===== src/design/bus_cfg.svh =====
`ifndef BUS_CFG_SVH
`define BUS_CFG_SVH

// Number of interval timers on the bus
`define BUS_NUM_TIMERS 4

// RAM window
`define BUS_RAM_BASE 8'h00
`define BUS_RAM_WORDS 64

// Timer windows, four addresses per timer
`define BUS_TIMER_BASE 8'hF0
`define BUS_TIMER_SPAN 4

// Register offsets inside a timer window
`define BUS_TIMER_RELOAD_OFS 2'd0
`define BUS_TIMER_CTRL_OFS 2'd1
`define BUS_TIMER_COUNT_OFS 2'd2

`endif

===== src/design/bus_pkg.sv =====
package bus_pkg;

  ////////////////////////////////////////
  // Plain vector types

  typedef logic [7:0] bus_addr_t;
  typedef logic [7:0] bus_data_t;

  // Timer index on the interrupt port
  typedef logic [1:0] irq_id_t;

  ////////////////////////////////////////
  // Port bundles

  // Host command, 17 bits
  typedef struct packed {
    logic      we;
    bus_addr_t addr;
    bus_data_t wdata;
  } bus_cmd_t;

  // Host response
  typedef struct packed {
    bus_data_t rdata;
  } bus_rsp_t;

  // Interrupt message to the outside
  typedef struct packed {
    irq_id_t id;
  } irq_msg_t;

  ////////////////////////////////////////
  // FSM states

  typedef enum logic [1:0] {host_idle, host_issue, host_capture, host_done} host_state_t;

  typedef enum logic [1:0] {arb_idle, arb_request, arb_release} arb_state_t;

endpackage


===== src/design/bus_system.sv =====
`timescale 1ns/1ps

`include "bus_cfg.svh"

module bus_system (
  input  logic              CLK,
  input  logic              rst,
  // Command port
  input  logic              cmd_req,
  input  bus_pkg::bus_cmd_t cmd,
  output logic              cmd_ack,
  output bus_pkg::bus_rsp_t rsp,
  // Interrupt port
  output logic              irq_req,
  output bus_pkg::irq_msg_t irq,
  input  logic              irq_ack
);

  ////////////////////////////////////////
  // Shared bus

  bus_pkg::bus_addr_t bus_addr;
  bus_pkg::bus_data_t bus_wdata;
  logic               bus_we;

  // Read words back to the host
  bus_pkg::bus_data_t                       ram_rdata;
  bus_pkg::bus_data_t [`BUS_NUM_TIMERS-1:0] timer_rdata;

  // Timer interrupt pairs
  logic [`BUS_NUM_TIMERS-1:0] irq_raise;
  logic [`BUS_NUM_TIMERS-1:0] irq_clear;

  ////////////////////////////////////////
  // Bus master

  bus_host u_host (
    .CLK         (CLK),
    .rst         (rst),
    .cmd_req     (cmd_req),
    .cmd         (cmd),
    .cmd_ack     (cmd_ack),
    .rsp         (rsp),
    .bus_addr    (bus_addr),
    .bus_wdata   (bus_wdata),
    .bus_we      (bus_we),
    .ram_rdata   (ram_rdata),
    .timer_rdata (timer_rdata)
  );

  ////////////////////////////////////////
  // Peripherals

  bus_ram u_ram (
    .CLK       (CLK),
    .bus_addr  (bus_addr),
    .bus_wdata (bus_wdata),
    .bus_we    (bus_we),
    .rdata     (ram_rdata)
  );

  // One timer per window above the timer base
  for (genvar i = 0; i < `BUS_NUM_TIMERS; i++) begin : g_timer
    bus_timer #(
      .index (i)
    ) u_timer (
      .CLK       (CLK),
      .rst       (rst),
      .bus_addr  (bus_addr),
      .bus_wdata (bus_wdata),
      .bus_we    (bus_we),
      .rdata     (timer_rdata[i]),
      .irq_raise (irq_raise[i]),
      .irq_clear (irq_clear[i])
    );
  end

  ////////////////////////////////////////
  // Interrupt collection

  irq_arbiter u_arbiter (
    .CLK       (CLK),
    .rst       (rst),
    .irq_raise (irq_raise),
    .irq_clear (irq_clear),
    .irq_req   (irq_req),
    .irq       (irq),
    .irq_ack   (irq_ack)
  );

endmodule


===== src/design/irq_arbiter.sv =====
`timescale 1ns/1ps

`include "bus_cfg.svh"

module irq_arbiter (
  input  logic                        CLK,
  input  logic                        rst,
  // Timer side
  input  logic [`BUS_NUM_TIMERS-1:0]  irq_raise,
  output logic [`BUS_NUM_TIMERS-1:0]  irq_clear,
  // Outside interrupt port
  output logic                        irq_req,
  output bus_pkg::irq_msg_t           irq,
  input  logic                        irq_ack
);

  bus_pkg::arb_state_t state;
  bus_pkg::irq_id_t    pick;
  bus_pkg::irq_id_t    sel;

  // Lowest pending index wins
  always_comb begin
    pick = '0;
    for (int i = `BUS_NUM_TIMERS - 1; i >= 0; i--) begin
      if (irq_raise[i]) begin
        pick = bus_pkg::irq_id_t'(i);
      end
    end
  end

  ////////////////////////////////////////
  // Interrupt port FSM

  always_ff @(posedge CLK) begin
    if (rst) begin
      state <= bus_pkg::arb_idle;
    end else begin
      case (state)
        bus_pkg::arb_idle: begin
          if (|irq_raise) begin
            state <= bus_pkg::arb_request;
          end
        end
        // Ack clears the source and drops the request
        bus_pkg::arb_request: begin
          if (irq_ack) begin
            state <= bus_pkg::arb_release;
          end
        end
        // Wait out the ack
        bus_pkg::arb_release: begin
          if (!irq_ack) begin
            state <= bus_pkg::arb_idle;
          end
        end
        default: begin
          state <= bus_pkg::arb_idle;
        end
      endcase
    end
  end

  // Selection frozen outside idle
  always_ff @(posedge CLK) begin
    if (state == bus_pkg::arb_idle && (|irq_raise)) begin
      sel <= pick;
    end
  end

  assign irq_req = (state == bus_pkg::arb_request);
  assign irq.id  = sel;

  // One-cycle clear toward the selected timer
  always_comb begin
    irq_clear = '0;
    if (state == bus_pkg::arb_request && irq_ack) begin
      irq_clear[sel] = 1'b1;
    end
  end

  // Clear is one-hot and only reaches a pending timer
  a_clear_onehot : assert property (
    @(posedge CLK) disable iff (rst)
      $onehot0(irq_clear) && ((irq_clear & ~irq_raise) == '0)
  );

endmodule


===== src/design/bus_timer.sv =====
`timescale 1ns/1ps

`include "bus_cfg.svh"

module bus_timer #(
  parameter int index = 0
) (
  input  logic               CLK,
  input  logic               rst,
  input  bus_pkg::bus_addr_t bus_addr,
  input  bus_pkg::bus_data_t bus_wdata,
  input  logic               bus_we,
  output bus_pkg::bus_data_t rdata,
  output logic               irq_raise,
  input  logic               irq_clear
);

  // Window base for this instance
  localparam bus_pkg::bus_addr_t BASE =
    bus_pkg::bus_addr_t'(`BUS_TIMER_BASE + `BUS_TIMER_SPAN * index);

  bus_pkg::bus_data_t reload;
  bus_pkg::bus_data_t count;
  logic               enable;

  bus_pkg::bus_addr_t rel;
  logic               in_win;
  logic [1:0]         reg_ofs;
  logic               wr_reload;
  logic               wr_ctrl;
  logic               fire;

  ////////////////////////////////////////
  // Address decode

  assign rel       = bus_addr - BASE;
  assign in_win    = (rel < `BUS_TIMER_SPAN);
  assign reg_ofs   = rel[1:0];
  assign wr_reload = bus_we && in_win && (reg_ofs == `BUS_TIMER_RELOAD_OFS);
  assign wr_ctrl   = bus_we && in_win && (reg_ofs == `BUS_TIMER_CTRL_OFS);

  // Terminal count while running
  assign fire = enable && (count == '0) && !wr_reload;

  ////////////////////////////////////////
  // Counter and control

  always_ff @(posedge CLK) begin
    if (rst) begin
      reload <= '0;
      count  <= '0;
      enable <= 1'b0;
    end else begin
      if (wr_ctrl) begin
        enable <= bus_wdata[0];
      end
      // Reload write also restarts the count
      if (wr_reload) begin
        reload <= bus_wdata;
        count  <= bus_wdata;
      end else if (fire) begin
        count <= reload;
      end else if (enable) begin
        count <= count - 1'b1;
      end
    end
  end

  // Sticky flag, set wins over clear
  always_ff @(posedge CLK) begin
    if (rst) begin
      irq_raise <= 1'b0;
    end else if (fire) begin
      irq_raise <= 1'b1;
    end else if (irq_clear) begin
      irq_raise <= 1'b0;
    end
  end

  ////////////////////////////////////////
  // Readback

  always_ff @(posedge CLK) begin
    if (!in_win) begin
      rdata <= '0;
    end else begin
      case (reg_ofs)
        `BUS_TIMER_RELOAD_OFS: rdata <= reload;
        `BUS_TIMER_CTRL_OFS:   rdata <= {7'b0, enable};
        `BUS_TIMER_COUNT_OFS:  rdata <= count;
        default:               rdata <= '0;
      endcase
    end
  end

  // Clear from the arbiter lasts one cycle
  a_clear_pulse : assert property (
    @(posedge CLK) disable iff (rst) irq_clear |=> !irq_clear
  );

endmodule


===== src/design/bus_ram.sv =====
`timescale 1ns/1ps

`include "bus_cfg.svh"

module bus_ram (
  input  logic               CLK,
  input  bus_pkg::bus_addr_t bus_addr,
  input  bus_pkg::bus_data_t bus_wdata,
  input  logic               bus_we,
  output bus_pkg::bus_data_t rdata
);

  localparam int AW = $clog2(`BUS_RAM_WORDS);

  bus_pkg::bus_data_t mem [`BUS_RAM_WORDS];

  bus_pkg::bus_addr_t rel;
  logic               in_win;
  logic [AW-1:0]      ofs;

  // Offset from the window base
  // Addresses below the base wrap high and miss
  assign rel    = bus_addr - `BUS_RAM_BASE;
  assign in_win = (rel < `BUS_RAM_WORDS);
  assign ofs    = rel[AW-1:0];

  // Byte write inside the window
  always_ff @(posedge CLK) begin
    if (bus_we && in_win) begin
      mem[ofs] <= bus_wdata;
    end
  end

  // Registered read port
  always_ff @(posedge CLK) begin
    if (in_win) begin
      rdata <= mem[ofs];
    end else begin
      rdata <= '0;
    end
  end

endmodule


===== src/design/bus_host.sv =====
`timescale 1ns/1ps

`include "bus_cfg.svh"

module bus_host (
  input  logic                                      CLK,
  input  logic                                      rst,
  // Outside command port
  input  logic                                      cmd_req,
  input  bus_pkg::bus_cmd_t                         cmd,
  output logic                                      cmd_ack,
  output bus_pkg::bus_rsp_t                         rsp,
  // Shared bus
  output bus_pkg::bus_addr_t                        bus_addr,
  output bus_pkg::bus_data_t                        bus_wdata,
  output logic                                      bus_we,
  // Read words from the peripherals
  input  bus_pkg::bus_data_t                        ram_rdata,
  input  bus_pkg::bus_data_t [`BUS_NUM_TIMERS-1:0]  timer_rdata
);

  bus_pkg::host_state_t state;
  bus_pkg::bus_cmd_t    cmd_q;
  bus_pkg::bus_data_t   rd_or;

  ////////////////////////////////////////
  // Handshake FSM

  always_ff @(posedge CLK) begin
    if (rst) begin
      state   <= bus_pkg::host_idle;
      cmd_ack <= 1'b0;
    end else begin
      case (state)
        // Wait for a request
        bus_pkg::host_idle: begin
          if (cmd_req) begin
            state <= bus_pkg::host_issue;
          end
        end
        // One bus cycle
        bus_pkg::host_issue: begin
          state <= bus_pkg::host_capture;
        end
        // Registered read words now valid
        bus_pkg::host_capture: begin
          cmd_ack <= 1'b1;
          state   <= bus_pkg::host_done;
        end
        // Hold ack until the request drops
        bus_pkg::host_done: begin
          if (!cmd_req) begin
            cmd_ack <= 1'b0;
            state   <= bus_pkg::host_idle;
          end
        end
        default: begin
          state <= bus_pkg::host_idle;
        end
      endcase
    end
  end

  ////////////////////////////////////////
  // Command and response registers

  always_ff @(posedge CLK) begin
    // Latch the command as the request is taken
    if (state == bus_pkg::host_idle && cmd_req) begin
      cmd_q <= cmd;
    end
    if (state == bus_pkg::host_capture) begin
      rsp.rdata <= rd_or;
    end
  end

  // Unaddressed peripherals return zero
  always_comb begin
    rd_or = ram_rdata;
    for (int i = 0; i < `BUS_NUM_TIMERS; i++) begin
      rd_or = rd_or | timer_rdata[i];
    end
  end

  // Bus outputs
  assign bus_addr  = cmd_q.addr;
  assign bus_wdata = cmd_q.wdata;
  // Write strobe only in the issue state
  assign bus_we    = (state == bus_pkg::host_issue) && cmd_q.we;

  // Outside must keep the request up until the ack arrives
  a_ack_needs_req : assert property (
    @(posedge CLK) disable iff (rst) $rose(cmd_ack) |-> cmd_req
  );

endmodule


===== config.mk =====
export PLATFORM = sky130hd
export DESIGN_NAME = bus_system
export DESIGN_NICKNAME = d
export VERILOG_FILES = /design/src/design/bus_pkg.sv /design/src/design/bus_system.sv /design/src/design/irq_arbiter.sv /design/src/design/bus_timer.sv /design/src/design/bus_ram.sv /design/src/design/bus_host.sv
export VERILOG_INCLUDE_DIRS = /design/src /design/src/design
export SDC_FILE = /design/constraint.sdc
export NUM_CORES = 1
export LEC_CHECK = 0
export BUFFER_PORTS_ARGS = -buffer_cell sky130_fd_sc_hd__clkbuf_2
export CAP_MARGIN = 10
export CORE_ASPECT_RATIO = 0.5
export CORE_MARGIN = 5
export CORE_UTILIZATION = 60
export CTS_CLUSTER_DIAMETER = 50
export DETAILED_ROUTE_END_ITERATION = 7
export GPL_TIMING_DRIVEN = 1
export PLACE_DENSITY = 0.86
export SYNTH_ARGS = -nofsm -noshare
export SYNTH_HDL_FRONTEND = slang
export SYNTH_SLANG_ARGS = --single-unit

===== constraint.sdc =====
create_clock -name CLK -period 3.88 [get_ports CLK]
set_input_delay 0.776 -clock CLK [delete_from_list [all_inputs] [get_ports CLK]]
set_output_delay 0.776 -clock CLK [all_outputs]
set_load 0.02 [all_outputs]

==> reports/qor.txt <==
CP required - 4.40 ns
# hold bufs at CTS - 0
row count - 54
vias in the first global route - 15400
clock sinks - 656
Warnings, synthesis - 0
Yosys reg bits - 656
Synth Cell Area - 0.0263 mm²
Setup TNS Final - 0 ns
PortBufs - 32
Net Count, Synth - 1687
Via Count - 15800
status - finished, final reports clean
Diodes inserted - 0
CP Cell Sequence - buf_12, nand2b_1, o22ai_1, a2111oi_0, o41ai_1, a21oi_1
RD Place Congestion - 0.900
Int Power - 12000 µW
sw power - 4410 µW
Max Cap Viol - 0
Avg Inst Size Synth - 15.9 µm²
DRT Pass-1 Iters - 6
total track usage - 26.5%
Fill cells - 2643
design area - 0.0289 mm²
Final Max Tran Viols - 0
global-route wire length before repair - 96.9 mm
Global Route met1 Usage - 36.1%
RSZ-0062 raised after global routing - no
worst vdd ir - 376 µV
crit start category - flip-flop
Die Span Y - 158 µm
critical path class - flip-flop to flip-flop
Final Net Count - 1722
DRC - 0
htree depth - 2
Clk pin slew, worst setup/hold paths - 0.07 ns
clock latency on the worst-skew pair - 0.59 ns
Fmax - 318 MHz
die area - 0.0484 mm²
ys flop type - edfxtp_1
Seq/Total Area, Yosys - 70.5%
Clock Power Share - 33.1%
Post-synth EDFFs - 539
post-route ant nets - 0
Initial Util - 60.5%
pin count of the biggest net entering global routing - 87
final hold vios - 0
CTS Buf Count - 54
met3 GRT Util - 5.86%
min-delay src - cmd[7]
Final min period - 3.15 ns
LEAKAGE - 0.00929 µW
# resized after CTS - 0
Clock Tree Buf Depth - 3
Net Sw Frac - 26.9%
Final HPWL DP - 36.9 mm
Worst Tran Pin Value - 1.24 ns
crit share post-route - 81.1%
chip width - 306 µm
Crit Path Max Fanout - 23
drt total wl - 63.9 mm
CTS tree - done
share of layout cells above drive strength 1 - 18.0%
Post-DP Area - 0.0271 mm²
Slowest cell on crit path - a2111oi_0
met2 global-route usage - 43.2%
initial antenna violation count - 0
Critical Path Sink Type - flip-flop
FFs w/ async S/R, synth - 0%
wire per inst - 27.5 µm
Worst EP arrival - 3.66 ns
Area Growth Syn to Fin - 9.94%
Worst Hold Class - input port to flip-flop
core area - 0.0434 mm²
Initial DRC Count - 3097
slowest cell delay on critical path - 0.99 ns
IO Count - 33
most used routing layer in global routing - met2
beginning of the critical path - u_host.bus_addr[0]
distinct cell type count after synthesis - 70
total congestion overflow - 0
vias per cell - 6.80
clock root buffer - clkbuf_16
Comb pwr share - 16.7%
Setup Fix Bufs, Post-CTS - 0
final setup fails - 0
Max-slew headroom - 17.2%
power per cell area - 568 mW/mm²
launch point of the worst reg-to-reg path - u_host.bus_addr[0]
Gate Count Post-Synth - 1655
Fin Clk Skew - 0.0163 ns
Sequential Power Share - 50.2%
-- cells in the final DEF (no fill, tap or decap), types with 8 or more instances in the layout --
cell type / Yosys / layout
a22oi_1: 19 / 19
nand2_1: 105 / 105
nor3_1: 31 / 31
nand3_1: 11 / 11
clkbuf_8: 0 / 8
buf_4: 5 / 44
o211ai_1: 9 / 9
dfxtp_1: 117 / 117
a2111oi_0: 13 / 13
nor2b_1: 17 / 17
edfxtp_1: 539 / 539
ha_1: 11 / 11
clkbuf_1: 48 / 21
mux2_2: 33 / 33
a211oi_1: 19 / 19
nand2b_1: 11 / 11
o21ai_0: 14 / 14
o22ai_1: 29 / 29
or2_2: 10 / 10
inv_1: 25 / 25
a21oi_1: 80 / 80
nor2_1: 154 / 154
or3_1: 14 / 14
mux4_2: 104 / 104
clkbuf_16: 0 / 57
a311oi_1: 12 / 12
clkbuf_2: 0 / 32
mux2i_1: 84 / 84
-- critical path: cells and delay by family (launching register included) --
family	cells	cell delay, ns
buffers and inverters	1	0.26
AO/OA/AOI/OAI	4	1.58
AND/OR/NAND/NOR	1	0.62
flip-flops	1	0.60
-- state kept, by name, summed over array words and instances, names as in the netlist, 2 cells and up --
name and count:
u_ram.mem 512, g_timer.u_timer.count 32, g_timer.u_timer.rdata 32, g_timer.u_timer.reload 32, u_host.bus_addr 8, u_host.bus_wdata 8, u_host.rsp 8, u_ram.rdata 8
g_timer.u_timer.enable 4, g_timer.u_timer.irq_raise 4, u_arbiter.irq 2, u_arbiter.state 2, u_host.state 2
-- final timing paths --
kind                                   to  slack (ns)  depth (start not counted)
max                        u_ram.rdata[7]        0.73                          6
min                   u_host.bus_wdata[7]        0.36                          1
max reg2reg                u_ram.rdata[7]        0.73                          6
min reg2reg  g_timer[2].u_timer.reload[5]        0.47                          2
-- metal layers --
metal,up-vias,share of wire [%]
met5,-,0
met1,7809,36
met2,1226,47
li1,6514,-
met4,0,4.6
met3,245,12
-- through the flow --
stage | utilization, % | hold WS, ns | setup WS (ns) | total power (µW) | std cells
floorplan | - | 0.443 | 1.17 | 10100 | 1655
global placement | 62.5 | 0.455 | 1.12 | 10900 | 2221
detailed placement | 62.5 | 0.460 | 1.02 | 11000 | 2221
CTS | 66.5 | 0.353 | 0.893 | 16400 | 2321
global route | 66.5 | 0.355 | 0.729 | 16900 | 2322
finish | 66.5 | 0.361 | 0.732 | 16400 | 2322
-- cells by family after synthesis --
| family | after synthesis | synth area share, % |
|---|---|---|
| AOI/OAI and AO/OA | 244 | 6.32 |
| and+or+nand+nor | 390 | 6.85 |
| xor gates and xnor gates | 3 | 0.0999 |
| muxes | 222 | 13.6 |
| buffers and inverters | 129 | 2.17 |
| DFF | 656 | 70.5 |
| adders and majority gates | 11 | 0.523 |
-- synth_stat cells (12+ instances only) --
master | n | area share [%]
nor2_1 | 154 | 2.2
a2111oi_0 | 13 | 0.43
a211oi_1 | 19 | 0.54
nor3_1 | 31 | 0.59
a311oi_1 | 12 | 0.40
o22ai_1 | 29 | 0.69
nand2_1 | 105 | 1.5
a22oi_1 | 19 | 0.54
mux2_2 | 33 | 1.4
edfxtp_1 | 539 | 62
buf_2 | 37 | 0.70
mux2i_1 | 84 | 3.2
or3_1 | 14 | 0.33
nor2b_1 | 17 | 0.40
clkbuf_1 | 48 | 0.69
a21oi_1 | 80 | 1.5
inv_1 | 25 | 0.36
mux4_2 | 104 | 8.9
dfxtp_1 | 117 | 8.9
o21ai_0 | 14 | 0.27
-- cell type report --
| type | instances | area [µm²] | area share, % |
|---|---|---|---|
| Multi-Input combinational cell | 870 | 7200 | 24.9 |
| Sequential cell | 656 | 18500 | 64.1 |
| Timing Repair Buffer | 82 | 618 | 2.14 |
| Clock buffer | 86 | 1620 | 5.59 |
| Clock inverter | 14 | 120 | 0.415 |
| Inverter | 26 | 97.6 | 0.338 |
| Tap cell | 588 | 736 | 2.54 |
-- power groups by stage --
stage | registers [µW] | clock network (µW) | logic, µW
6_report | 8250 | 5430 | 2750
3_3_place_gp | 8390 | 0 | 2510
2_1_floorplan | 8490 | 0 | 1580
3_5_place_dp | 8410 | 0 | 2600
4_1_cts | 8260 | 5440 | 2660
5_1_grt | 8250 | 5780 | 2880
Power figures use the tool's default switching activity.
